`src/rvCorePkg.sv`:
```
package rvCorePkg;

    localparam int unsigned xlenW = 64;
    localparam logic [xlenW-1:0] resetVector = '0;

    localparam logic [6:0] opLoad   = 7'b0000011;
    localparam logic [6:0] opOpImm  = 7'b0010011;
    localparam logic [6:0] opAuipc  = 7'b0010111;
    localparam logic [6:0] opOpImmW = 7'b0011011;
    localparam logic [6:0] opStore  = 7'b0100011;
    localparam logic [6:0] opOp     = 7'b0110011;
    localparam logic [6:0] opLui    = 7'b0110111;
    localparam logic [6:0] opOpW    = 7'b0111011;
    localparam logic [6:0] opBranch = 7'b1100011;
    localparam logic [6:0] opJalr   = 7'b1100111;
    localparam logic [6:0] opJal    = 7'b1101111;
    localparam logic [6:0] opSystem = 7'b1110011;

    typedef enum logic [3:0] {
        aluAdd, aluSub, aluSll, aluSlt, aluSltu, aluXor,
        aluSrl, aluSra, aluOr, aluAnd, aluPassB, aluNone
    } aluOpT;

    typedef enum logic [2:0] {immI, immS, immB, immU, immJ} immSelT;

    typedef enum logic [1:0] {wbAlu, wbMem, wbPcPlus4} wbSelT;

    typedef struct packed {
        logic [6:0] funct7;
        logic [4:0] rs2;
        logic [4:0] rs1;
        logic [2:0] funct3;
        logic [4:0] rd;
        logic [6:0] opcode;
    } rTypeT;

    typedef struct packed {
        logic [11:0] imm11_0;
        logic [4:0]  rs1;
        logic [2:0]  funct3;
        logic [4:0]  rd;
        logic [6:0]  opcode;
    } iTypeT;

    typedef struct packed {
        logic [6:0] imm11_5;
        logic [4:0] rs2;
        logic [4:0] rs1;
        logic [2:0] funct3;
        logic [4:0] imm4_0;
        logic [6:0] opcode;
    } sTypeT;

    typedef struct packed {
        logic       imm12;
        logic [5:0] imm10_5;
        logic [4:0] rs2;
        logic [4:0] rs1;
        logic [2:0] funct3;
        logic [3:0] imm4_1;
        logic       imm11;
        logic [6:0] opcode;
    } bTypeT;

    typedef struct packed {
        logic [19:0] imm31_12;
        logic [4:0]  rd;
        logic [6:0]  opcode;
    } uTypeT;

    typedef struct packed {
        logic       imm20;
        logic [9:0] imm10_1;
        logic       imm11;
        logic [7:0] imm19_12;
        logic [4:0] rd;
        logic [6:0] opcode;
    } jTypeT;

    typedef union packed {
        rTypeT r;
        iTypeT i;
        sTypeT s;
        bTypeT b;
        uTypeT u;
        jTypeT j;
    } instT;

    typedef struct packed {
        aluOpT      aluOp;
        logic       srcAPc;
        logic       srcBImm;
        logic       wordOp;
        logic       writeRd;
        wbSelT      wbSel;
        immSelT     immSel;
        logic       memRead;
        logic       memWrite;
        logic [1:0] memSize;      // byte, half, word, double
        logic       loadUnsigned;
        logic       jump;
        logic       jumpReg;      // jalr
        logic       halt;
    } ctrlT;

    typedef struct packed {
        logic             cyc;
        logic             stb;
        logic             we;
        logic [xlenW-1:0] adr;
        logic [xlenW-1:0] dat;
        logic [7:0]       sel;
    } wbReqT;

    typedef struct packed {
        logic             ack;
        logic [xlenW-1:0] dat;
    } wbRspT;

endpackage

```
`src/rvAlu.sv`:
```
module rvAlu (
    input  rvCorePkg::aluOpT              op,
    input  logic                          wordOp,
    input  logic [rvCorePkg::xlenW-1:0]   a,
    input  logic [rvCorePkg::xlenW-1:0]   b,
    output logic [rvCorePkg::xlenW-1:0]   result
);
    import rvCorePkg::*;

    logic [xlenW-1:0] aIn;
    logic [xlenW-1:0] full;
    logic [5:0]       shamt;

    always_comb begin
        aIn   = a;
        shamt = b[5:0];
        if (wordOp) begin
            // right shifts must see only the low word
            aIn   = (op == aluSra) ? {{32{a[31]}}, a[31:0]} : {32'b0, a[31:0]};
            shamt = {1'b0, b[4:0]};
        end
    end

    always_comb begin
        case (op)
            aluAdd:   full = aIn + b;
            aluSub:   full = aIn - b;
            aluSll:   full = aIn << shamt;
            aluSlt:   full = {63'b0, $signed(a) < $signed(b)};
            aluSltu:  full = {63'b0, a < b};
            aluXor:   full = aIn ^ b;
            aluSrl:   full = aIn >> shamt;
            aluSra:   full = $signed(aIn) >>> shamt;
            aluOr:    full = aIn | b;
            aluAnd:   full = aIn & b;
            aluPassB: full = b;
            default:  full = '0;
        endcase
    end

    assign result = wordOp ? {{32{full[31]}}, full[31:0]} : full;

endmodule

```
`config.mk`:
```
export PLATFORM = sky130hd
export DESIGN_NAME = rvAlu
export DESIGN_NICKNAME = d
export VERILOG_FILES = /design/src/rvCorePkg.sv /design/src/rvAlu.sv
export SDC_FILE = /design/constraint.sdc
export NUM_CORES = 1
export LEC_CHECK = 0
export BUFFER_PORTS_ARGS = -buffer_cell sky130_fd_sc_hd__buf_2
export CAP_MARGIN = 30
export CORE_MARGIN = 3
export CORE_UTILIZATION = 38
export DETAILED_ROUTE_END_ITERATION = 8
export SLEW_MARGIN = 10
export SYNTH_ARGS = -nofsm -noshare
export SYNTH_HDL_FRONTEND = slang
export SYNTH_SLANG_ARGS = --single-unit
```
`constraint.sdc`:
```
create_clock -name vclk -period 18.06
set_clock_uncertainty 0.05 [all_clocks]
set_input_delay 3.612 -clock vclk [all_inputs]
set_output_delay 3.612 -clock vclk [all_outputs]
set_load 0.01 [all_outputs]
```
### Word-level counts from Yosys, hierarchy flattened

Cells that the tools add are included.

* register bits after elaboration: 0
* bits of input ports: 133
* output and inout port bits: 64
* word-level logic and storage cells: 26

* add/sub/neg operators: 2
* $lt $le $gt $ge: 2
* eq/ne operators: 10
* shift operators: 3
* multiplexer cells: 5
* bitwise gates (word level): 3
* reductions and logical operators: 1

Operators by type and width (count)
* 64-bit case mux with 11 select lines: 1
* 64-bit two-way mux: 3
* 64-bit < comparator: 2
* 64-bit adder: 1
* 64-bit AND: 1
* 64-bit bitwise OR: 1
* 64-bit by 6-bit << shifter with 64-bit output: 1
* 64-bit by 6-bit >> shifter with 64-bit output: 1
* 64-bit by 6-bit >>> shifter with 64-bit output: 1
* 64-bit subtractor: 1
* 64-bit XOR: 1
* 4-bit by 3-bit == test with 1-bit output, second input constant: 4
* 4-bit == test, second input constant: 3
* 4-bit by 2-bit == test with 1-bit output, second input constant: 2
* 6-bit two-way mux: 1
* 4-bit by 1-bit == test with 1-bit output, second input constant: 1
* 4-bit zero test: 1

### Logic depth before layout (Yosys ltp)

* depth after elaboration: 6
* depth in mapped cells: 27
* gate-level depth less buffers: 20

### Least setup slack after synthesis

OpenSTA, ideal clock, no wires.

* path kind: input to output
* start point: input b[0] in the netlist's numbering
* end point: output result[62] in the netlist's numbering
* data arrival time: 8.609 ns
* data required time: 14.398 ns
* slack: 5.789 ns
* stages: 25
* buffers on the path: 6
* cells stage by stage: buf_2 -> buf_6 -> buf_6 -> buf_4 -> inv_1 -> buf_2 -> buf_2 -> ha_1 -> nand3_1 -> nand3b_1 -> or2_1 -> or3_1 -> nand2b_1 -> o31ai_1 -> xnor2_1 -> ha_1 -> a21oi_1 -> o21ai_0 -> a211oi_1 -> o21a_1 -> o221ai_1 -> a211o_1 -> a41oi_1 -> nor4_1 -> or4_1

* word-level cells in the longest chain between the ends: 4
* elaborated cells on any way between the ends: 8
* classes of those cells: 2 x add/sub; 3 x shift; 3 x mux

RTL lines
* start: declaration: line rvAlu.sv:5 `input logic [rvCorePkg::xlenW-1:0] b,`
* branches (longest 2 deep; another with 64-bit subtractor)
* 64-bit case mux with 11 select lines *: line rvAlu.sv:25 `case (op)`
* 64-bit two-way mux *: line rvAlu.sv:41 `assign result = wordOp ? {{32{full[31]}}, full[31:0]} : full;`
* end: declaration: line rvAlu.sv:6 `output logic [rvCorePkg::xlenW-1:0] result`

Every way passes the cells marked *.

### Final worst setup path

* start point: input b[1] in the netlist's numbering
* end point: output result[59] in the netlist's numbering

The elaborated chain is that of the path after synthesis.

==> run_results.csv <==
group,metric,value,unit
worst_setup_path,worst_path_class_setup,"primary input to primary output",
placement,post-place-ws,4747,ps
final_layout,final_layout_size_suffix_gt1_share,13.23,%
synth,synthesis.area,0.02057,mm2
placement,place_hpwl,99280,um
clocking,holdBufCountCts,0,
placement,postPlaceCellArea,0.02201,mm2
global_route,grt_start_max_net_pins,73,
synth,yosys-top-cells-area,"sky130_fd_sc_hd__ha_1 16%, sky130_fd_sc_hd__a21oi_1 6.8%, sky130_fd_sc_hd__mux4_2 6.5%",
min_path,worst_hold_path.num_cells,4,
synth,synthesized_area_per_cell,6.778,um2
route,vias_per_cell,7.131,
worst_setup_path,crit_arrival,9890,ps
route,drcViolationCount,0,
floorplan,num_io_pins,197,
synth,synth_top_area_share,15.57,%
placement,placement.io_buffers,197,
route,detail_route.iter0.violations,4541,
global_route,number_of_global_route_vias_before_repair,24020,
synth,yosysTopAreaCell,"sky130_fd_sc_hd__ha_1",
global_route,antenna_found_initial,9,
worst_setup_path,worstPathMaxFanout,52,
timing,final.setup.worst_slack,4510,ps
route,routed_wire_length_per_instance,33.13,um
floorplan,floorplan.die.width,238.7,um
floorplan,placement_rows,84,
timing,unrepaired_setup_endpoints_after_global_routing,"no",
global_route,groute.usage.overall,41.23,%
final_layout,final_area,0.02203,mm2
route,final_antenna_net_count,0,
final_layout,nets,3453,
placement,routabilityCongestion,1.121,
synth,number_of_library_cell_types_mapped_by_synthesis,87,
status,run_status,"completed",
synth,synthMostInstantiatedCell,"sky130_fd_sc_hd__nor2_1",
synth,netlist_instances,3035,
flow_run,drv.max_cap_violation_count,0,
floorplan,coreArea,0.05308,mm2
min_path,hold_path_class,"primary input to primary output",
final_layout,area.growth.synth_to_final,7.086,%
timing,fin_tns_setup,0,ps
min_path,hp-start,"b[9]",
route,vias_after_detailed_routing,26780,
synth,nets_in_the_synthesized_netlist,3425,
timing,slew_violations,0,
timing,hold_viol,0,
global_route,first_pass_grt_wire_length,174700,um
final_layout,num-clock-buffers,0,
timing,setup_viol_count_final,0,
timing,final.period_utilization,75.03,%
timing,fmaxAchievable,73.80,MHz
worst_setup_path,worstSetupStartpointType,"primary input",
min_path,hold_end,"result[9]",
clocking,postCtsResizedCells,0,
synth,yosysWarningCount,0,
route,wirelength,124400,um
timing,worst-slew-pin-transition,1202,ps
timing,max-slew-margin-rel,19.84,%
final_layout,fillCellCount,5704,
timing,period_minus_slack,13550,ps
final_layout,seq_area,0,um2
floorplan,die_h,238.7,um
synth,yosysSeqAreaShare,0,%
final_layout,seq_cell_count,0,
global_route,overflow,0,
clocking,cts_setup_buffers,0,
floorplan,floorplan.die_area,0.05696,mm2
floorplan,initial_core_util,38.76,%
synth,synth.top_cells.by_count,"291 x sky130_fd_sc_hd__nor2_1, 279 x sky130_fd_sc_hd__a21oi_1, 276 x sky130_fd_sc_hd__nand2_1",
worst_setup_path,cp.required,14400,ps
route,firstDrtPassIters,8,
worst_setup_path,end_kind,"primary output",
[kinds of logic (layout without fill, tap and decap cells)]
kind of cell / after synthesis / in the layout / share of synthesized area, %
compound gates: 1147 / 1147 / 36.63
xor+xnor: 113 / 113 / 4.811
fa+ha+maj: 257 / 257 / 15.67
buf+inv: 397 / 423 / 7.712
mux: 236 / 236 / 15.35
other cells: 0 / 7 / 0
simple gates: 885 / 885 / 19.83
[metrics by stage]
step | hold slack (ps) | utilization [%] | std cells
floorplan | 7331 | - | 3035
global placement | 7612 | 41.43 | 3745
detailed placement | 7599 | 41.47 | 3749
CTS | 7600 | 41.47 | 3749
global route | 7639 | 41.48 | 3751
finish | 7605 | 41.50 | 3756
[routing by layer]
layer	track usage, %	part of all wire (%)
met5	0	0.0096
met3	9.564	13
met2	58.19	40
met4	17.28	5.3
met1	59.53	42
[worst max-delay path, stage by stage]
cell and delay (ps):
sky130_fd_sc_hd__buf_4 300, sky130_fd_sc_hd__clkinv_1 90, sky130_fd_sc_hd__buf_4 460, sky130_fd_sc_hd__ha_1 340
sky130_fd_sc_hd__nand3_1 190, sky130_fd_sc_hd__nand3b_1 380, sky130_fd_sc_hd__or2_1 390, sky130_fd_sc_hd__nor4b_2 760
sky130_fd_sc_hd__a21oi_1 310, sky130_fd_sc_hd__a21oi_1 220, sky130_fd_sc_hd__xnor2_1 90, sky130_fd_sc_hd__ha_1 390
sky130_fd_sc_hd__and2_0 330, sky130_fd_sc_hd__nand3_1 230, sky130_fd_sc_hd__o21ai_0 410, sky130_fd_sc_hd__a21oi_1 130
sky130_fd_sc_hd__o21ai_0 310, sky130_fd_sc_hd__mux2i_1 160, sky130_fd_sc_hd__a22o_1 260, sky130_fd_sc_hd__a211o_1 330
sky130_fd_sc_hd__buf_2 170
[how the worst max path moves through the flow]
stage	to	slack [ps]	cells past startpoint	startpoint
after floorplan	result[62]	5790	25	b[0]
after global placement	result[62]	4800	21	b[1]
after detailed placement	result[59]	4750	21	b[1]
after global routing	result[59]	4300	21	b[1]
after CTS	result[59]	4700	21	b[1]
final	result[59]	4510	21	b[1]
[layout make-up]
type | count | area (um2) | share of cell area, %
antenna | 7 | 17.52 | 0.07952
inverter | 158 | 594.3 | 2.698
multi-input combinational | 2638 | 19050 | 86.49
tap | 688 | 860.8 | 3.908
timing repair buffer | 265 | 1504 | 6.827
[cells in the final DEF (no fill, tap or decap), types with 42 or more instances in the layout]
| cell type | n |
|---|---|
| sky130_fd_sc_hd__a211oi_1 | 58 |
| sky130_fd_sc_hd__a21o_1 | 42 |
| sky130_fd_sc_hd__a21oi_1 | 278 |
| sky130_fd_sc_hd__a221oi_1 | 54 |
| sky130_fd_sc_hd__a22oi_1 | 47 |
| sky130_fd_sc_hd__buf_2 | 194 |
| sky130_fd_sc_hd__buf_4 | 69 |
| sky130_fd_sc_hd__ha_1 | 256 |
| sky130_fd_sc_hd__inv_1 | 153 |
| sky130_fd_sc_hd__mux2_2 | 45 |
| sky130_fd_sc_hd__mux2i_1 | 132 |
| sky130_fd_sc_hd__mux4_2 | 59 |
| sky130_fd_sc_hd__nand2_1 | 276 |
| sky130_fd_sc_hd__nand3_1 | 52 |
| sky130_fd_sc_hd__nor2_1 | 289 |
| sky130_fd_sc_hd__nor3_1 | 63 |
| sky130_fd_sc_hd__o211ai_1 | 60 |
| sky130_fd_sc_hd__o21ai_0 | 241 |
| sky130_fd_sc_hd__o22ai_1 | 76 |
| sky130_fd_sc_hd__xnor2_1 | 89 |
