--- src/rvCorePkg.sv ---
package rvCorePkg;

    localparam int unsigned xlenW = 64;
    localparam logic [xlenW-1:0] resetVector = '0;

    localparam logic [6:0] opLoad   = 7'b0000011;
    localparam logic [6:0] opOpImm  = 7'b0010011;
    localparam logic [6:0] opAuipc  = 7'b0010111;
    localparam logic [6:0] opOpImmW = 7'b0011011;
    localparam logic [6:0] opStore  = 7'b0100011;
    localparam logic [6:0] opOp     = 7'b0110011;
    localparam logic [6:0] opLui    = 7'b0110111;
    localparam logic [6:0] opOpW    = 7'b0111011;
    localparam logic [6:0] opBranch = 7'b1100011;
    localparam logic [6:0] opJalr   = 7'b1100111;
    localparam logic [6:0] opJal    = 7'b1101111;
    localparam logic [6:0] opSystem = 7'b1110011;

    typedef enum logic [3:0] {
        aluAdd, aluSub, aluSll, aluSlt, aluSltu, aluXor,
        aluSrl, aluSra, aluOr, aluAnd, aluPassB, aluNone
    } aluOpT;

    typedef enum logic [2:0] {immI, immS, immB, immU, immJ} immSelT;

    typedef enum logic [1:0] {wbAlu, wbMem, wbPcPlus4} wbSelT;

    typedef struct packed {
        logic [6:0] funct7;
        logic [4:0] rs2;
        logic [4:0] rs1;
        logic [2:0] funct3;
        logic [4:0] rd;
        logic [6:0] opcode;
    } rTypeT;

    typedef struct packed {
        logic [11:0] imm11_0;
        logic [4:0]  rs1;
        logic [2:0]  funct3;
        logic [4:0]  rd;
        logic [6:0]  opcode;
    } iTypeT;

    typedef struct packed {
        logic [6:0] imm11_5;
        logic [4:0] rs2;
        logic [4:0] rs1;
        logic [2:0] funct3;
        logic [4:0] imm4_0;
        logic [6:0] opcode;
    } sTypeT;

    typedef struct packed {
        logic       imm12;
        logic [5:0] imm10_5;
        logic [4:0] rs2;
        logic [4:0] rs1;
        logic [2:0] funct3;
        logic [3:0] imm4_1;
        logic       imm11;
        logic [6:0] opcode;
    } bTypeT;

    typedef struct packed {
        logic [19:0] imm31_12;
        logic [4:0]  rd;
        logic [6:0]  opcode;
    } uTypeT;

    typedef struct packed {
        logic       imm20;
        logic [9:0] imm10_1;
        logic       imm11;
        logic [7:0] imm19_12;
        logic [4:0] rd;
        logic [6:0] opcode;
    } jTypeT;

    typedef union packed {
        rTypeT r;
        iTypeT i;
        sTypeT s;
        bTypeT b;
        uTypeT u;
        jTypeT j;
    } instT;

    typedef struct packed {
        aluOpT      aluOp;
        logic       srcAPc;
        logic       srcBImm;
        logic       wordOp;
        logic       writeRd;
        wbSelT      wbSel;
        immSelT     immSel;
        logic       memRead;
        logic       memWrite;
        logic [1:0] memSize;      // byte, half, word, double
        logic       loadUnsigned;
        logic       jump;
        logic       jumpReg;      // jalr
        logic       halt;
    } ctrlT;

    typedef struct packed {
        logic             cyc;
        logic             stb;
        logic             we;
        logic [xlenW-1:0] adr;
        logic [xlenW-1:0] dat;
        logic [7:0]       sel;
    } wbReqT;

    typedef struct packed {
        logic             ack;
        logic [xlenW-1:0] dat;
    } wbRspT;

endpackage

--- src/rvImmGen.sv ---
module rvImmGen (
    input  rvCorePkg::instT               inst,
    input  rvCorePkg::immSelT             immSel,
    output logic [rvCorePkg::xlenW-1:0]   imm
);
    import rvCorePkg::*;

    always_comb begin
        case (immSel)
            immS: imm = {{52{inst.s.imm11_5[6]}}, inst.s.imm11_5, inst.s.imm4_0};
            immB: imm = {{51{inst.b.imm12}}, inst.b.imm12, inst.b.imm11,
                         inst.b.imm10_5, inst.b.imm4_1, 1'b0};
            immU: imm = {{32{inst.u.imm31_12[19]}}, inst.u.imm31_12, 12'h000};
            immJ: imm = {{43{inst.j.imm20}}, inst.j.imm20, inst.j.imm19_12,
                         inst.j.imm11, inst.j.imm10_1, 1'b0};
            default: imm = {{52{inst.i.imm11_0[11]}}, inst.i.imm11_0};
        endcase
    end

endmodule

--- config.mk ---
export PLATFORM = sky130hd
export DESIGN_NAME = rvImmGen
export DESIGN_NICKNAME = d
export VERILOG_FILES = /design/src/rvCorePkg.sv /design/src/rvImmGen.sv
export SDC_FILE = /design/constraint.sdc
export NUM_CORES = 1
export LEC_CHECK = 0
export BUFFER_PORTS_ARGS = -buffer_cell sky130_fd_sc_hd__buf_4
export CAP_MARGIN = 20
export CORE_ASPECT_RATIO = 0.8
export CORE_MARGIN = 5
export CORE_UTILIZATION = 32
export DETAILED_ROUTE_END_ITERATION = 6
export MAX_ROUTING_LAYER = met4
export PLACE_DENSITY = 0.81
export SLEW_MARGIN = 40
export SYNTH_ARGS = -nofsm -noshare
export SYNTH_HDL_FRONTEND = slang
export SYNTH_SLANG_ARGS = --single-unit
--- constraint.sdc ---
create_clock -name vclk -period 1.2
set_input_delay 0.24 -clock vclk [all_inputs]
set_output_delay 0.24 -clock vclk [all_outputs]
set_load 0.005 [all_outputs]
Word level (Yosys, flattened, before mapping)
Index checks and enable logic that the tools add are counted.
- flip-flop bits (word level): 0
- input bits: 35
- equal/unequal tests: 4
- multiplexer cells: 1
- operators with widths (cell ; number):
    one-hot mux 31 bit (4 select lines) ; 1
    equality test 3 x 2 -> 1 bit, second input constant ; 2
    equality test 3 x 1 -> 1 bit, second input constant ; 1
    equality test 3 bit, second input constant ; 1

Longest topological paths before layout
Gate-level depths: netlist of run 1.
- depth in word-level cells: 2
- gate-level depth with buffers: 5
- mapped depth without buffers: 3

Worst setup path after synthesis of run 1
OpenSTA, ideal clock, no wires.
- path kind: input to output
- start: in immSel[0]
- end: out imm[0] (netlist bit)
- arrival: 0.936 ns
- data required time: 0.960 ns
- slack: 0.024 ns
- stages: 4
- buffers on the path: 1
- cells stage by stage: buf_4 or3_1 nand2_1 a22o_1
- longest elaborated chain between the ends: 2
- ends and longest elaborated chain (element ; line ; text):
    start, declared ; rvImmGen.sv:3 ; input rvCorePkg::immSelT immSel,
    equality test 3 bit (tied with other cells) ; rvImmGen.sv:9 ; case (immSel)
    one-hot mux 31 bit (4 select lines) * ; rvImmGen.sv:9 ;
    end, declared ; rvImmGen.sv:4 ; output logic [rvCorePkg::xlenW-1:0] imm
Mark *: on every way between the ends. The rest lies on a longest branch, timed or not.

Worst setup path after layout of run 1
- start: in immSel[1]
- end: out imm[19] (netlist bit)
The elaborated chain is that of the path after synthesis.

==> results of run 1 <==
[cell type report]
cell class / instances / area share [%]
Multi-Input combinational cell: 76 / 37.0
Tap cell: 36 / 2.72
Timing Repair Buffer: 110 / 59.8
Inverter: 2 / 0.454
[what timing repair did]
action                                  CTS  global route
cloned                                    1             0
gates resized for setup                  47             6
endpoints found under the setup margin   31            31
buffers inserted                          9             1
pin swaps                                11             3
hold buffers                              0             0
[routing by layer]
metal	wire length [um]	global-route usage, %	part of all wire [%]	vias up
met3	341	2.22	11	2
met2	1660	29.8	51	56
met5	0	-	0	-
li1	-	-	-	538
met4	27	5.78	0.83	0
met1	1200	19.0	37	502
[critical path: stages]
cell and delay, ns:
buf_8 0.10, and3b_2 0.24, nor3_4 0.22, buf_12 0.16, a211oi_4 0.04, buf_4 0.14
[cells in the final DEF, fill, tap and decap left out, drive strengths merged]
cell type	instances
nand2b	2
a32oi	1
o21ai	6
a211oi	8
nor3	1
and3b	4
or3	1
inv	2
a21oi	6
nor2b	9
o22ai	8
and4bb	2
mux2i	2
nand2	3
a21o	11
nor4bb	1
nor2	8
a22o	2
or3b	1
buf	110
[logic make-up after synthesis]
family / share of synthesized area (%)
AO/OA/AOI/OAI: 33.5
buffers and inverters: 38.3
multiplexers: 2.41
AND/OR/NAND/NOR: 25.7
[power by group]
group / internal (mW) / leakage (nW) / switching [mW]
logic: 0.426 / 0.874 / 0.272
registers: 0 / 0 / 0
clock network: 0 / 0 / 0
[how the worst max path moves through the flow]
stage | to | cells after the start | from | slack [ns]
final | imm[19] | 6 | immSel[1] | -0.19
after global routing | imm[0] | 6 | immSel[2] | -0.23
after CTS | imm[19] | 6 | immSel[1] | -0.18
after detailed placement | imm[15] | 5 | immSel[0] | -0.29
after global placement | imm[12] | 5 | immSel[0] | -0.26
after floorplan | imm[0] | 4 | immSel[0] | 0.02
[stage by stage]
step           power (mW)  instance area (um2)  std cells
6_report            0.697                 1660        224
3_5_place_dp        0.566                 1370        215
3_3_place_gp        0.554                 1370        215
4_1_cts             0.689                 1650        224
5_1_grt             0.748                 1660        224
2_1_floorplan       0.273                  832        122
==> results.json, run 1 <==
{
  "status": "complete, but fails checks",
  "violations": "negative setup slack",
  "synth_area_um2": 832,
  "ant_nets": 0,
  "period_needed_ns": 1.39,
  "track_usage_pct": 16.8,
  "dieWidth_um": 67.0,
  "grt_max_degree": 21,
  "synth_cell_types": 25,
  "regArea_um2": 0,
  "ir_drop_mv": 0.235,
  "fill_cells": 192,
  "hold-path-endpoint": "imm[28]",
  "numSequentialCells": 0,
  "min_path_cells": 3,
  "drcViolationCount": 0,
  "fp.coreArea_um2": 2460,
  "required_ns": 0.96,
  "dr.first_iter.drc_count": 30,
  "tns_ns": -4.17,
  "post_drt_wl_per_cell_um": 14.4,
  "firstDrtPassIters": 4,
  "maxCapViolCount": 0,
  "worst_slack_ns": -0.195,
  "crit_fanout": 8,
  "final_nets": 225,
  "post-route-util_pct": 67.2,
  "antenna_found_initial": 0,
  "hpwl_um": 2260,
  "layout-area-overhead-vs-synth_pct": 98.9,
  "synth_area_leaders": "buf_4, a21o_1, a211oi_1, nor2b_1, o22ai_1",
  "grt_pass1_vias": 1082,
  "startpoint_type": "input pin",
  "worstPathArrival_ns": 1.15,
  "slew_headroom_pct": 82.3,
  "timing.final.crit_share_pct": 116,
  "synth_commonest_cells": "buf_4, a21o_1",
  "num-clock-buffers": 0,
  "vias_per_cell": 4.90,
  "crit_path_end_kind": "output port",
  "setup_violations": 30,
  "die_height_um": 55.6,
  "synth.net_count": 157,
  "avgSynthCellArea_um2": 6.82,
  "port-buffer-count": 92,
  "whs_ns": 0.759,
  "rsz0062_at_grt": "yes",
  "leakage_nw": 0.874,
  "hold_violations": 0,
  "ys_warn_count": 0,
  "die_area_um2": 3730,
  "pin_count": 99,
  "yosysMostFrequentCell": "buf_4",
  "rows": 16,
  "path_class": "in2out",
  "gp_congestion": 0.777,
  "slew_violations": 0,
  "yosys.area.top_type": "buf_4",
  "fmax_mhz": 717,
  "worst_pin_slew_ns": 0.265,
  "grt_overflow": 0,
  "seq_area_frac_synth_pct": 0,
  "synth_top_area_share_pct": 31.6,
  "dpl_worst_slack_ns": -0.293,
  "worstHoldStart": "inst[28]",
  "powerDensity_nw_per_um2": 421,
  "hold_path_class": "in2out",
  "vias": 1098,
  "finalWirelength_um": 3240,
  "multi_input_area_um2": 613,
  "grt_pass1_wl_um": 5110,
  "n_antenna_cell": 0,
  "start_util_pct": 33.8,
  "drive_above_1_share_pct": 71.3,
  "synth_cells": 122
}
Note: power is estimated with default switching activity, not from simulation.
==> inputs of run 2 (changes only) <==
--- a/config.mk
+++ b/config.mk
@@ -5,13 +5,13 @@
 export SDC_FILE = /design/constraint.sdc
 export NUM_CORES = 1
 export LEC_CHECK = 0
+export ABC_AREA = 1
 export BUFFER_PORTS_ARGS = -buffer_cell sky130_fd_sc_hd__buf_4
 export CAP_MARGIN = 20
 export CORE_ASPECT_RATIO = 0.8
 export CORE_MARGIN = 5
-export CORE_UTILIZATION = 32
+export CORE_UTILIZATION = 28
 export DETAILED_ROUTE_END_ITERATION = 6
-export MAX_ROUTING_LAYER = met4
 export PLACE_DENSITY = 0.81
 export SLEW_MARGIN = 40
 export SYNTH_ARGS = -nofsm -noshare
==> run 2 against run 1 <==
Compared with the run above: setup slack improved by 0.13 ns; utilization decreased by 7.3 points; largest power group unchanged; via count decreased by 17%; critical path depth unchanged; global-route usage decreased by 2.9 points; count of clock-buffer cells in the layout unchanged; final area decreased by 21%; the run still ends with negative setup slack left; non-clock buffer count decreased by 7; total power decreased by 22%.
==> results.json, run 2 <==
{
  "vias": 909,
  "dieWidth_um": 64.3,
  "n_antenna_cell": 0,
  "slew_violations": 0,
  "timing.final.crit_share_pct": 105,
  "cp-endpoint": "imm[12]",
  "whs_ns": 0.738,
  "grt_pass1_vias": 863,
  "ys_warn_count": 0,
  "synth_area_um2": 659,
  "die_height_um": 53.4,
  "port-buffer-count": 92,
  "firstDrtPassIters": 4,
  "required_ns": 0.96,
  "p_int_uw": 317,
  "worst_slack_ns": -0.0649,
  "num-clock-buffers": 0,
  "synth_cells": 114,
  "crit_path_end_kind": "output port",
  "startpoint_type": "input pin",
  "yosys.area.top_type": "buf_4",
  "pin_count": 99,
  "fmax_mhz": 791,
  "status": "complete, but fails checks",
  "tns_ns": -0.731,
  "layout_common_cells": "buf_4, nand2_1, inv_1, nand3_1, o211ai_1",
  "track_usage_pct": 13.9,
  "grt_max_degree": 23,
  "synth_commonest_cells": "buf_4, nand2_1, inv_1, nand3_1",
  "period_needed_ns": 1.26,
  "crit_fanout": 9,
  "worstPathArrival_ns": 1.02,
  "seq_area_frac_synth_pct": 0,
  "drcViolationCount": 0,
  "maxCapViolCount": 0,
  "comb_power_share_pct": 100.0,
  "violations": "negative setup slack",
  "slew_headroom_pct": 80.6,
  "dr.first_iter.drc_count": 38,
  "final_nets": 221,
  "start_util_pct": 30.0,
  "regArea_um2": 0,
  "postCtsHoldBufs": 0,
  "grt_overflow": 0,
  "synth_top_area_share_pct": 38.7,
  "seqPwrFrac_pct": 0,
  "netSwitchingFraction_pct": 41.8,
  "synth_cell_types": 13,
  "numSequentialCells": 0,
  "antenna_found_initial": 0,
  "hpwl_um": 2160,
  "clkPwrFrac_pct": 0,
  "layout-area-overhead-vs-synth_pct": 99.4,
  "worst_pin_slew_ns": 0.291,
  "die_area_um2": 3430,
  "synth.net_count": 149,
  "rows": 15,
  "vias_per_cell": 4.35,
  "p_switching_uw": 228,
  "post_drt_wl_per_cell_um": 12.9,
  "final_common_cell": "buf_4",
  "ir_drop_mv": 0.269,
  "ant_nets": 0,
  "fill_cells": 194,
  "gp_congestion": 0.711,
  "min_path_cells": 4,
  "powerDensity_nw_per_um2": 415,
  "synth_area_leaders": "buf_4, nand2_1, o211ai_1, nand3_1, nand3_4",
  "grt_pass1_wl_um": 4020,
  "finalWirelength_um": 2690,
  "path_class": "in2out",
  "hold_violations": 0,
  "fp.coreArea_um2": 2200,
  "leakage_nw": 0.764,
  "crit_path_start": "immSel[1]",
  "rsz0062_at_grt": "yes",
  "hold_path_class": "in2out",
  "setup_violations": 20,
  "drive_above_1_share_pct": 64.7,
  "yosysMostFrequentCell": "buf_4",
  "avgSynthCellArea_um2": 5.78
}
==> run 2: cell count changes in the layout (fill, tap and decap cells not counted), sizes merged, moves of 4 or more <==
cell,delta
nand3,+12
a21oi,-6
a21o,-11
buf,-7
a211oi,-8
o22ai,-8
inv,+8
o211ai,+7
and3b,-4
nand2,+34
nor2b,-9
==> run 2: how the worst min path moves through the flow <==
stage              from  endpoint  slack [ns]
4_1_cts        inst[16]   imm[16]        0.74
6_report       inst[16]   imm[16]        0.74
3_3_place_gp   inst[12]   imm[12]        0.74
5_1_grt         inst[8]    imm[1]        0.76
2_1_floorplan  inst[31]   imm[31]        0.56
3_5_place_dp   inst[16]   imm[16]        0.74
==> run 2: logic make-up after synthesis <==
group,after synthesis,share of synthesized area [%]
and+or+nand+nor,56,40.6
buffers and inverters,47,48.4
AOI/OAI and AO/OA,11,11.0
==> run 2: through the flow <==
step	instance area, um2	util (%)	setup WS, ns	cells	total power, mW
finish	1320	59.9	-0.0649	209	0.546
CTS	1290	58.7	-0.0774	208	0.542
global placement	1170	53.3	-0.130	204	0.487
global route	1320	59.9	-0.126	209	0.596
detailed placement	1170	53.3	-0.169	204	0.499
floorplan	659	-	0.143	114	0.222
==> run 2: cell type report <==
| type | instances | area [um2] | share of cell area (%) |
|---|---|---|---|
| Inverter | 11 | 61.3 | 4.66 |
| Multi-Input combinational cell | 70 | 410 | 31.2 |
| Tap cell | 25 | 31.3 | 2.38 |
| Timing Repair Buffer | 103 | 812 | 61.8 |
==> run 2: power groups by stage <==
stage | combinational, mW | clock [mW] | sequential (mW)
final | 0.546 | 0 | 0
after CTS | 0.542 | 0 | 0
after global placement | 0.487 | 0 | 0
after detailed placement | 0.499 | 0 | 0
after global routing | 0.596 | 0 | 0
after floorplan | 0.222 | 0 | 0
==> run 2: what timing repair did <==
item	CTS	global route
setup endpoints to repair	25	31
gates resized for setup	23	7
buffers inserted	1	1
pin swaps	10	5
gates cloned	3	0
==> run 2: per-layer routing <==
| metal | track usage (%) | up-vias | wire length, um |
|---|---|---|---|
| met2 | 28.3 | 34 | 1530 |
| met5 | 0 | - | 0 |
| li1 | - | 478 | - |
| met1 | 15.3 | 397 | 915 |
| met3 | 2.55 | 0 | 245 |
| met4 | 1.36 | 0 | 0 |
==> run 2: critical path, stage by stage <==
cell,delay [ns]
buf_8,0.11
nor2_4,0.13
nand2_4,0.12
nand3_2,0.19
nand2_1,0.10
buf_4,0.14
