[config.mk]
export PLATFORM = sky130hd
export DESIGN_NAME = rvMemPort
export DESIGN_NICKNAME = d
export VERILOG_FILES = /design/src/rvCorePkg.sv /design/src/rvMemPort.sv
export SDC_FILE = /design/constraint.sdc
export NUM_CORES = 1
export LEC_CHECK = 0
export ABC_CLOCK_PERIOD_IN_PS = 4400
export BUFFER_PORTS_ARGS = -buffer_cell sky130_fd_sc_hd__buf_2
export CORE_AREA = 2 2 200 202
export CTS_CLUSTER_SIZE = 10
export DETAILED_ROUTE_END_ITERATION = 12
export DIE_AREA = 0 0 202 204
export PLACE_DENSITY_LB_ADDON = 0.05
export SLEW_MARGIN = 20
export SYNTH_ARGS = -nofsm -noshare
export SYNTH_HDL_FRONTEND = slang
export SYNTH_SLANG_ARGS = --single-unit
[constraint.sdc]
create_clock -name clk -period 4.4 [get_ports clk]
set_input_delay 0.44 -clock clk [delete_from_list [all_inputs] [get_ports clk]]
set_output_delay 0.44 -clock clk [all_outputs]
set_load 0.005 [all_outputs]
[src/rvCorePkg.sv]
package rvCorePkg;

    localparam int unsigned xlenW = 64;
    localparam logic [xlenW-1:0] resetVector = '0;

    localparam logic [6:0] opLoad   = 7'b0000011;
    localparam logic [6:0] opOpImm  = 7'b0010011;
    localparam logic [6:0] opAuipc  = 7'b0010111;
    localparam logic [6:0] opOpImmW = 7'b0011011;
    localparam logic [6:0] opStore  = 7'b0100011;
    localparam logic [6:0] opOp     = 7'b0110011;
    localparam logic [6:0] opLui    = 7'b0110111;
    localparam logic [6:0] opOpW    = 7'b0111011;
    localparam logic [6:0] opBranch = 7'b1100011;
    localparam logic [6:0] opJalr   = 7'b1100111;
    localparam logic [6:0] opJal    = 7'b1101111;
    localparam logic [6:0] opSystem = 7'b1110011;

    typedef enum logic [3:0] {
        aluAdd, aluSub, aluSll, aluSlt, aluSltu, aluXor,
        aluSrl, aluSra, aluOr, aluAnd, aluPassB, aluNone
    } aluOpT;

    typedef enum logic [2:0] {immI, immS, immB, immU, immJ} immSelT;

    typedef enum logic [1:0] {wbAlu, wbMem, wbPcPlus4} wbSelT;

    typedef struct packed {
        logic [6:0] funct7;
        logic [4:0] rs2;
        logic [4:0] rs1;
        logic [2:0] funct3;
        logic [4:0] rd;
        logic [6:0] opcode;
    } rTypeT;

    typedef struct packed {
        logic [11:0] imm11_0;
        logic [4:0]  rs1;
        logic [2:0]  funct3;
        logic [4:0]  rd;
        logic [6:0]  opcode;
    } iTypeT;

    typedef struct packed {
        logic [6:0] imm11_5;
        logic [4:0] rs2;
        logic [4:0] rs1;
        logic [2:0] funct3;
        logic [4:0] imm4_0;
        logic [6:0] opcode;
    } sTypeT;

    typedef struct packed {
        logic       imm12;
        logic [5:0] imm10_5;
        logic [4:0] rs2;
        logic [4:0] rs1;
        logic [2:0] funct3;
        logic [3:0] imm4_1;
        logic       imm11;
        logic [6:0] opcode;
    } bTypeT;

    typedef struct packed {
        logic [19:0] imm31_12;
        logic [4:0]  rd;
        logic [6:0]  opcode;
    } uTypeT;

    typedef struct packed {
        logic       imm20;
        logic [9:0] imm10_1;
        logic       imm11;
        logic [7:0] imm19_12;
        logic [4:0] rd;
        logic [6:0] opcode;
    } jTypeT;

    typedef union packed {
        rTypeT r;
        iTypeT i;
        sTypeT s;
        bTypeT b;
        uTypeT u;
        jTypeT j;
    } instT;

    typedef struct packed {
        aluOpT      aluOp;
        logic       srcAPc;
        logic       srcBImm;
        logic       wordOp;
        logic       writeRd;
        wbSelT      wbSel;
        immSelT     immSel;
        logic       memRead;
        logic       memWrite;
        logic [1:0] memSize;      // byte, half, word, double
        logic       loadUnsigned;
        logic       jump;
        logic       jumpReg;      // jalr
        logic       halt;
    } ctrlT;

    typedef struct packed {
        logic             cyc;
        logic             stb;
        logic             we;
        logic [xlenW-1:0] adr;
        logic [xlenW-1:0] dat;
        logic [7:0]       sel;
    } wbReqT;

    typedef struct packed {
        logic             ack;
        logic [xlenW-1:0] dat;
    } wbRspT;

endpackage

[src/rvMemPort.sv]
module rvMemPort (
    input  logic                          clk,
    input  logic                          arstN,
    input  logic [rvCorePkg::xlenW-1:0]   pc,
    input  rvCorePkg::ctrlT               ctrl,
    input  logic [rvCorePkg::xlenW-1:0]   aluResult,
    input  logic [rvCorePkg::xlenW-1:0]   storeData,
    output rvCorePkg::wbReqT              wbReq,
    input  rvCorePkg::wbRspT              wbRsp,
    output rvCorePkg::instT               inst,
    output logic [rvCorePkg::xlenW-1:0]   loadData,
    output logic                          retire,
    output logic                          halted
);
    import rvCorePkg::*;

    typedef enum logic [2:0] {stIdle, stFetch, stExecute, stMemory, stHalted} stateT;

    stateT            state;
    logic             memOp;
    logic             busy;
    logic [2:0]       off;
    logic [7:0]       sizeMask;
    logic [xlenW-1:0] laneData;

    assign memOp = ctrl.memRead || ctrl.memWrite;
    assign busy  = (state == stFetch) || (state == stMemory);
    assign off   = aluResult[2:0];

    always_comb begin
        case (ctrl.memSize)
            2'd0:    sizeMask = 8'h01;
            2'd1:    sizeMask = 8'h03;
            2'd2:    sizeMask = 8'h0f;
            default: sizeMask = 8'hff;
        endcase
    end

    // adr/dat/sel come from latched state, so they hold until ack
    always_comb begin
        wbReq     = '0;
        wbReq.cyc = busy;
        wbReq.stb = busy;
        wbReq.adr = {pc[xlenW-1:3], 3'b000};
        wbReq.sel = 8'hff;
        if (state == stMemory) begin
            wbReq.we  = ctrl.memWrite;
            wbReq.adr = {aluResult[xlenW-1:3], 3'b000};
            wbReq.dat = storeData << {off, 3'b000};
            wbReq.sel = sizeMask << off;
        end
    end

    assign laneData = wbRsp.dat >> {off, 3'b000};

    always_comb begin
        case (ctrl.memSize)
            2'd0: loadData = ctrl.loadUnsigned ? {56'b0, laneData[7:0]}
                                               : {{56{laneData[7]}}, laneData[7:0]};
            2'd1: loadData = ctrl.loadUnsigned ? {48'b0, laneData[15:0]}
                                               : {{48{laneData[15]}}, laneData[15:0]};
            2'd2: loadData = ctrl.loadUnsigned ? {32'b0, laneData[31:0]}
                                               : {{32{laneData[31]}}, laneData[31:0]};
            default: loadData = laneData;
        endcase
    end

    always_ff @(posedge clk or negedge arstN) begin
        if (!arstN) begin
            state <= stIdle;
            inst  <= '0;
        end else begin
            case (state)
                stIdle: state <= stFetch;
                stFetch: begin
                    if (wbRsp.ack) begin
                        inst  <= pc[2] ? wbRsp.dat[63:32] : wbRsp.dat[31:0];
                        state <= stExecute;
                    end
                end
                stExecute: begin
                    if (ctrl.halt) begin
                        state <= stHalted;
                    end else if (memOp) begin
                        state <= stMemory;
                    end else begin
                        state <= stFetch;
                    end
                end
                stMemory: begin
                    if (wbRsp.ack) begin
                        state <= stIdle;    // one idle cycle between transfers
                    end
                end
                default: state <= stHalted;
            endcase
        end
    end

    assign retire = (state == stExecute && !memOp && !ctrl.halt)
                    || (state == stMemory && wbRsp.ack);
    assign halted = (state == stHalted);

    stbNeedsCyc: assert property (@(posedge clk) disable iff (!arstN)
        wbReq.stb |-> wbReq.cyc);

    adrHeld: assert property (@(posedge clk) disable iff (!arstN)
        wbReq.stb && !wbRsp.ack |=> $stable(wbReq.adr));

endmodule

# == Word level (Yosys, flattened, before mapping) ==
# Index checks and enable logic that the tools add are counted.
# word_totals
regBits,35
inputBits,280
word_cells,37
# op_classes
n_eq_ne,8
shifts,3
muxes,12
n_reduce_logical,12
# ops
op,count
$mux 64,3
$pmux 64 s3,1
$mux 137,1
$shl 64x6->64,1
$shr 64x6->64,1
$mux 32,1
$pmux 8 s3,1
$pmux 3 s4,1
$mux 3,3
$shl 8x3->8,1
$eq 3x2->1 const B,2
$ne 2x2->1 const B,2
$reduce_and 2->1,2
$eq 3x1->1 const B,1
$eq 3x3->1 const B,1
$logic_and 1x1->1,3
$logic_not 3->1,1
$logic_or 1x1->1,3
$eq 2x1->1 const B,1
$eq 2x2->1 const B,1
$logic_not 1->1,2
$logic_not 2->1,1
$mux 2,1

# == Depth between registers and ports, before layout ==
# Gate-level depths: netlist (run 1).
# logic_depth
word_depth,5
mapped_depth,8

# == Worst setup path after synthesis (run 1) ==
# No wires, ideal clock.
# synth_timing
kind,in2out
startpoint,in aluResult[1] in the netlist's numbering
endpoint,out loadData[0] in the netlist's numbering
t_arrival_ns,1.626
required_ns,3.960
slack_ns,2.334
path_stages,6
cell_sequence,buf_6 buf_12 buf_8 buf_2 mux4_2 mux2_4
# synth_via
elab_chain_cells,3
elab_cells_between_ends,5
classes_between,shift (1); mux (4)
# synth_rtl
element,line_no,text
"start, declared",rvMemPort.sv:6,"input logic [rvCorePkg::xlenW-1:0] aluResult,"
$shr 64x6->64 (*),rvMemPort.sv:54,"assign laneData = wbRsp.dat >> {off, 3'b000};"
"$mux 64, on equally long branches","rvMemPort.sv:62, rvMemPort.sv:58, rvMemPort.sv:60",
$pmux 64 s3 (*),rvMemPort.sv:57,case (ctrl.memSize)
"end, declared",rvMemPort.sv:11,"output logic [rvCorePkg::xlenW-1:0] loadData,"
# Mark *: on every way between the ends. The rest lies on a longest branch, timed or not.

# == Final worst setup path (run 1) ==
# layout_timing
startpoint,in aluResult[0] in the netlist's numbering
endpoint,out loadData[11] in the netlist's numbering
# The elaborated chain is that of the path after synthesis.

==> flow_metrics.env, run 1 <==
export IMPL_max_stage_delay_ns=0.64
export IMPL_cts_resized_gates=0
export IMPL_drt_iter0_drc=469
export IMPL_layout_drive_gt1_share_pct=44.7
export IMPL_path_cells="buf_6 -> buf_4 -> nor2b_2 -> buf_4 -> o2bb2ai_1 -> mux2i_1 -> o21ai_1 -> buf_2"
export IMPL_r2r_setup_slack_ns=2.23
export IMPL_finalCriticalPeriod_ns=3.28
export IMPL_gp_congestion=0.821
export IMPL_fin_nets=1625
export IMPL_cts_buffers=5
export IMPL_crit_top_cell="buf_4"
export IMPL_grt_max_degree=76
export IMPL_fmax_ghz=0.305
export IMPL_worst_setup_path_start_kind="input pin"
export IMPL_avgSynthCellArea_um2=7.31
export IMPL_ios=517
export IMPL_syn_to_final_growth_pct=42.4
export IMPL_synth_area_um2=6730
export IMPL_overflow=0
export IMPL_hold_class="input pin to asynchronous set/reset pin"
export IMPL_die_x_um=202
export IMPL_vdd_drop_max_mv=0.156
export IMPL_tightest_slew_ns=1.10
export IMPL_setup_tns_final_ns=0
export IMPL_finalInstanceArea_um2=9580
export IMPL_path_class="input pin to primary output"
export IMPL_endpoint_kind="primary output"
export IMPL_clk_latency_ns=0.30
export IMPL_postCtsSetupBuffers=0
export IMPL_syn_instance_count=920
export IMPL_powerDensity_nw_per_um2=223
export IMPL_path_clk_slew_ns=0.07
export IMPL_pre_cts_ws_ns=1.08
export IMPL_synth_edff_count=0
export IMPL_timing_final_crit_share_pct=74.6
export IMPL_slew_headroom_pct=26.5
export IMPL_ant_nets=0
export IMPL_hold_viol=0
export IMPL_rsz0062_at_grt="no"
export IMPL_wl_per_cell_um=21.7
export IMPL_p_leak_nw=5.08
export IMPL_clock_path_buffers=2
export IMPL_grt_pass1_vias=8554
export IMPL_cts_tree="built"
export IMPL_wirelength_mm=40.6
export IMPL_async_reset_ff_share_pct=100
export IMPL_die_h_um=204
export IMPL_place_area_um2=9430
export IMPL_grtUsageTotal_pct=18.7
export IMPL_holdBufCountCts=0
export IMPL_root_buffer="clkbuf_16"
export IMPL_path_max_fanout=38
export IMPL_critPathRequiredTime_ns=3.96
export IMPL_via_per_inst=4.62
export IMPL_port_buffers=496
export IMPL_ys_ff_latch=35
export IMPL_whs_ns=0.299
export IMPL_drv_cap=0
export IMPL_cts_sinks=35
export IMPL_antenna_found_initial=7
export IMPL_synth_cell_types=56
export IMPL_grt_pass1_wl_mm=58.4
export IMPL_finalMaxSlewViolations=0
export IMPL_die_area_um2=41200
export IMPL_dp_hpwl_mm=32.0
export IMPL_final_util_pct=24.4
export IMPL_yosys_warnings=0
export IMPL_num_rows=73
export IMPL_crit_slowest_cell="nor2b_2"
export IMPL_core_area_um2=39200
export IMPL_first_pass_iters=5
export IMPL_fin_skew_ns=0.00863
export IMPL_fin_ws_ns=1.12
export IMPL_vias=8641
export IMPL_htreeDepth=2
export IMPL_setup_viol=0
export IMPL_status="completed"
export IMPL_start_util_pct=17.2
export IMPL_drc_errors=0
export IMPL_yosysSeqAreaShare_pct=13.0
export IMPL_ys_flop_type="dfrtp_1"
export IMPL_arrival_ns=2.84
-- cell type report --
cell class                      instances  area (um2)
Clock buffer                            6         139
Timing Repair Buffer                  514        2630
Sequential cell                        35         876
Tap cell                              525         657
Fill cell                            4550       29600
Inverter                                4        15.0
Clock inverter                          1        5.00
Multi-Input combinational cell        785        5250
Antenna cell                            2        5.00
-- synthesized netlist by cell type (7+ instances only) --
cell type	count	area share (%)
nand3_1	21	1.6
nor2_1	89	5.0
o21a_1	10	1.1
buf_2	37	2.8
o22ai_1	7	0.65
mux2i_1	92	14
and2_1	9	0.84
and3_1	14	1.3
nor2b_1	12	1.1
dfrtp_1	35	13
nand2_1	252	14
o2bb2ai_1	7	0.91
mux4_2	42	14
buf_4	20	2.2
o21ai_1	7	0.52
a211oi_1	14	1.6
nand2b_1	13	1.2
nand4_1	33	3.1
o21ai_0	21	1.6
a21oi_1	65	4.8
mux2_2	23	3.9
clkbuf_1	25	1.4
a22oi_1	16	1.8
-- per-stage QoR --
stage          cells  power [mW]
6_report        1872        2.14
5_1_grt         1872        2.33
2_1_floorplan    922        1.17
3_3_place_gp    1863        1.78
4_1_cts         1870        2.18
3_5_place_dp    1863        1.77
-- final timing paths --
check	from	to	cells past startpoint
min in group clk	ctrl[0]	state[2]	2
hold / removal	arstN	inst[1]	1
setup / recovery	aluResult[0]	loadData[11]	8
hold reg to reg	inst[19]	inst[19]	2
setup reg to reg	state[0]	inst[9]	5
max in group asynchronous	arstN	inst[23]	1
-- metal layers --
layer | global-route usage (%) | routed length [um] | vias to the layer above | share of wire [%]
met2 | 31.1 | 19300 | 323 | 48
met3 | 4.75 | 3090 | 32 | 7.6
li1 | - | - | 4125 | -
met1 | 24.6 | 17700 | 4151 | 43
met5 | 0 | 51 | - | 0.13
met4 | 3.13 | 495 | 10 | 1.2
-- flip-flops by register name, summed over array words and instances (netlist names) --
register,cells
inst,32
state,3
-- cells by family after synthesis --
group           synth area share (%)
simple gates                    30.2
mux                             32.7
compound gates                  14.6
buf+inv                         9.32
flops                           13.0
xor+xnor                       0.130
other cells                   0.0558
-- critical path: cells and delay by family --
| kind | cells | cell delay, ns |
|---|---|---|
| AOI/OAI and AO/OA | 2 | 0.30 |
| and+or+nand+nor | 1 | 0.64 |
| muxes | 1 | 0.10 |
| buffers and inverters | 4 | 1.35 |
-- where the power goes --
group / switching (mW) / total [mW] / internal (mW)
clock network: 0.170 / 0.392 / 0.222
registers: 0.0905 / 0.565 / 0.475
logic: 0.633 / 1.18 / 0.545
-- layout by cell type, fill, tap and decap left out, types with 2 or more instances in the layout --
cell,count
mux2_2,23
buf_2,494
o21ai_1,7
a22oi_1,16
conb_1,3
o211ai_1,3
o21a_1,10
a21oi_1,65
buf_6,2
o21ai_0,21
nor3_2,2
mux4_2,42
inv_1,2
nor2b_1,11
diode_2,2
nand4_1,33
inv_2,2
o2bb2ai_1,7
mux2i_1,92
buf_4,18
nor2_1,89
nand3_1,21
nand2_1,252
nor3b_1,3
nor3_1,2
mux2_4,2
nand2b_1,13
a211oi_1,14
and2_1,9
dfrtp_1,35
clkbuf_16,5
a21o_1,2
and3_1,14
and3b_2,2
o22ai_1,7
Power figures use the tool's default switching activity.
==> inputs of run 2 (changes only) <==
--- a/config.mk
+++ b/config.mk
@@ -5,12 +5,12 @@
 export SDC_FILE = /design/constraint.sdc
 export NUM_CORES = 1
 export LEC_CHECK = 0
-export ABC_CLOCK_PERIOD_IN_PS = 4400
+export ABC_CLOCK_PERIOD_IN_PS = 3400
 export BUFFER_PORTS_ARGS = -buffer_cell sky130_fd_sc_hd__buf_2
-export CORE_AREA = 2 2 200 202
+export CORE_AREA = 2 2 201 203
 export CTS_CLUSTER_SIZE = 10
 export DETAILED_ROUTE_END_ITERATION = 12
-export DIE_AREA = 0 0 202 204
+export DIE_AREA = 0 0 203 205
 export PLACE_DENSITY_LB_ADDON = 0.05
 export SLEW_MARGIN = 20
 export SYNTH_ARGS = -nofsm -noshare
==> constraint.sdc (replaced) <==
create_clock -name clk -period 3.4 [get_ports clk]
set_input_delay 0.34 -clock clk [delete_from_list [all_inputs] [get_ports clk]]
set_output_delay 0.34 -clock clk [all_outputs]
set_load 0.005 [all_outputs]
==> flow_metrics.env, run 2 (synthesized netlist as in run 1, its figures left out) <==
export IMPL_largest_register_ffs=32
export IMPL_start_util_pct=17.1
export IMPL_core_area_um2=39400
export IMPL_p_leak_nw=5.14
export IMPL_critPathRequiredTime_ns=3.06
export IMPL_status="completed"
export IMPL_drc_errors=0
export IMPL_whs_ns=0.198
export IMPL_grtUsageTotal_pct=18.6
export IMPL_fin_skew_ns=0.0121
export IMPL_syn_to_final_growth_pct=44.4
export IMPL_ios=517
export IMPL_stdcell_count=1879
export IMPL_tightest_slew_ns=0.983
export IMPL_die_h_um=205
export IMPL_fin_nets=1632
export IMPL_layout_drive_gt1_share_pct=45.0
export IMPL_worst_setup_path_start_kind="register"
export IMPL_via_per_inst=4.56
export IMPL_path_clk_slew_ns=0.07
export IMPL_top_register="inst"
export IMPL_critPathTopFamily="simple AND/OR/NAND/NOR gates"
export IMPL_die_area_um2=41600
export IMPL_cts_buffers=5
export IMPL_crit_slowest_cell="nor2_1"
export IMPL_path_cells="nand3b_1 -> nor2_1 -> and3_1 -> buf_2"
export IMPL_clk_latency_ns=0.29
export IMPL_endpoint_kind="primary output"
export IMPL_hold_class="input pin to asynchronous set/reset pin"
export IMPL_max_stage_delay_ns=0.83
export IMPL_rsz0062_at_grt="no"
export IMPL_wl_per_cell_um=21.9
export IMPL_clock_path_buffers=2
export IMPL_holdBufCountCts=0
export IMPL_grt_max_degree=72
export IMPL_cts_resized_gates=0
export IMPL_reg_top3="inst x32, state x3"
export IMPL_final_cell_mix="buf_2 (494), nand2_1 (252), mux2i_1 (92), nor2_1 (89), a21oi_1 (65)"
export IMPL_grt_pass1_vias=8543
export IMPL_fmax_ghz=0.346
export IMPL_setup_viol=0
export IMPL_place_area_um2=9530
export IMPL_num_rows=73
export IMPL_root_buffer="clkbuf_16"
export IMPL_setup_tns_final_ns=0
export IMPL_path_class="register to primary output"
export IMPL_p_total_mw=2.85
export IMPL_vias=8577
export IMPL_placed_cells=1870
export IMPL_finalMaxSlewViolations=0
export IMPL_overflow=0
export IMPL_htreeDepth=2
export IMPL_arrival_ns=2.55
export IMPL_ant_nets=0
export IMPL_path_max_fanout=9
export IMPL_cts_sinks=35
export IMPL_fin_ws_ns=0.509
export IMPL_postCtsSetupBuffers=0
export IMPL_gp_congestion=0.803
export IMPL_finalInstanceArea_um2=9710
export IMPL_powerDensity_nw_per_um2=294
export IMPL_n_fill_cell=4533
export IMPL_die_x_um=203
export IMPL_pre_cts_ws_ns=0.559
export IMPL_grt_pass1_wl_mm=58.7
export IMPL_mostFrequentLayoutCell="buf_2"
export IMPL_antenna_found_initial=7
export IMPL_slew_headroom_pct=34.4
export IMPL_finalCriticalPeriod_ns=2.89
export IMPL_drt_iter0_drc=504
export IMPL_final_util_pct=24.7
export IMPL_vdd_drop_max_mv=0.232
export IMPL_cts_tree="built"
export IMPL_drv_cap=0
export IMPL_wirelength_mm=41.1
export IMPL_port_buffers=496
export IMPL_timing_final_crit_share_pct=85.0
export IMPL_first_pass_iters=4
export IMPL_crit_buf_inv=1
export IMPL_dp_hpwl_mm=32.5
export IMPL_hold_viol=0
==> run 2: cell count changes in the layout (fill, tap and decap cells not counted), sizes merged <==
cell | before | now
diode | 2 | 1
buf | 514 | 521
bufinv | 0 | 1
==> run 2: worst paths after layout <==
check / from / to / slack, ns / depth (start not counted)
worst max register to register: state[0] / inst[8] / 1.77 / 5
worst max-delay path: state[0] / wbReq[36] / 0.51 / 4
min in group clk: wbRsp[64] / state[0] / 0.31 / 2
worst min register to register: inst[15] / inst[15] / 0.52 / 2
worst min-delay path: arstN / inst[18] / 0.20 / 1
max in group asynchronous: arstN / inst[31] / 2.57 / 1
==> run 2: final cells by class <==
type | instances | area [um2] | share of cell area, %
timing repair buffer | 521 | 2730 | 28.1
tap | 525 | 657 | 6.77
antenna | 1 | 2.50 | 0.0258
sequential | 35 | 876 | 9.02
clock inverter | 2 | 35.0 | 0.361
clock buffer | 6 | 139 | 1.43
inverter | 4 | 15.0 | 0.155
multi-input combinational | 785 | 5250 | 54.1
==> run 2: report_power, final <==
part	internal (mW)	switching, mW	leakage (nW)
Clock	0.366	0.215	0.0869
Sequential	0.614	0.120	0.390
Combinational	0.715	0.823	4.66
==> run 2: per-layer routing <==
| metal | global-route usage, % | vias to the layer above | wire length [um] |
|---|---|---|---|
| li1 | - | 4135 | - |
| met1 | 24.9 | 4126 | 18200 |
| met2 | 31.1 | 285 | 19600 |
| met3 | 4.74 | 21 | 2970 |
| met4 | 1.98 | 10 | 272 |
| met5 | 0 | - | 57 |
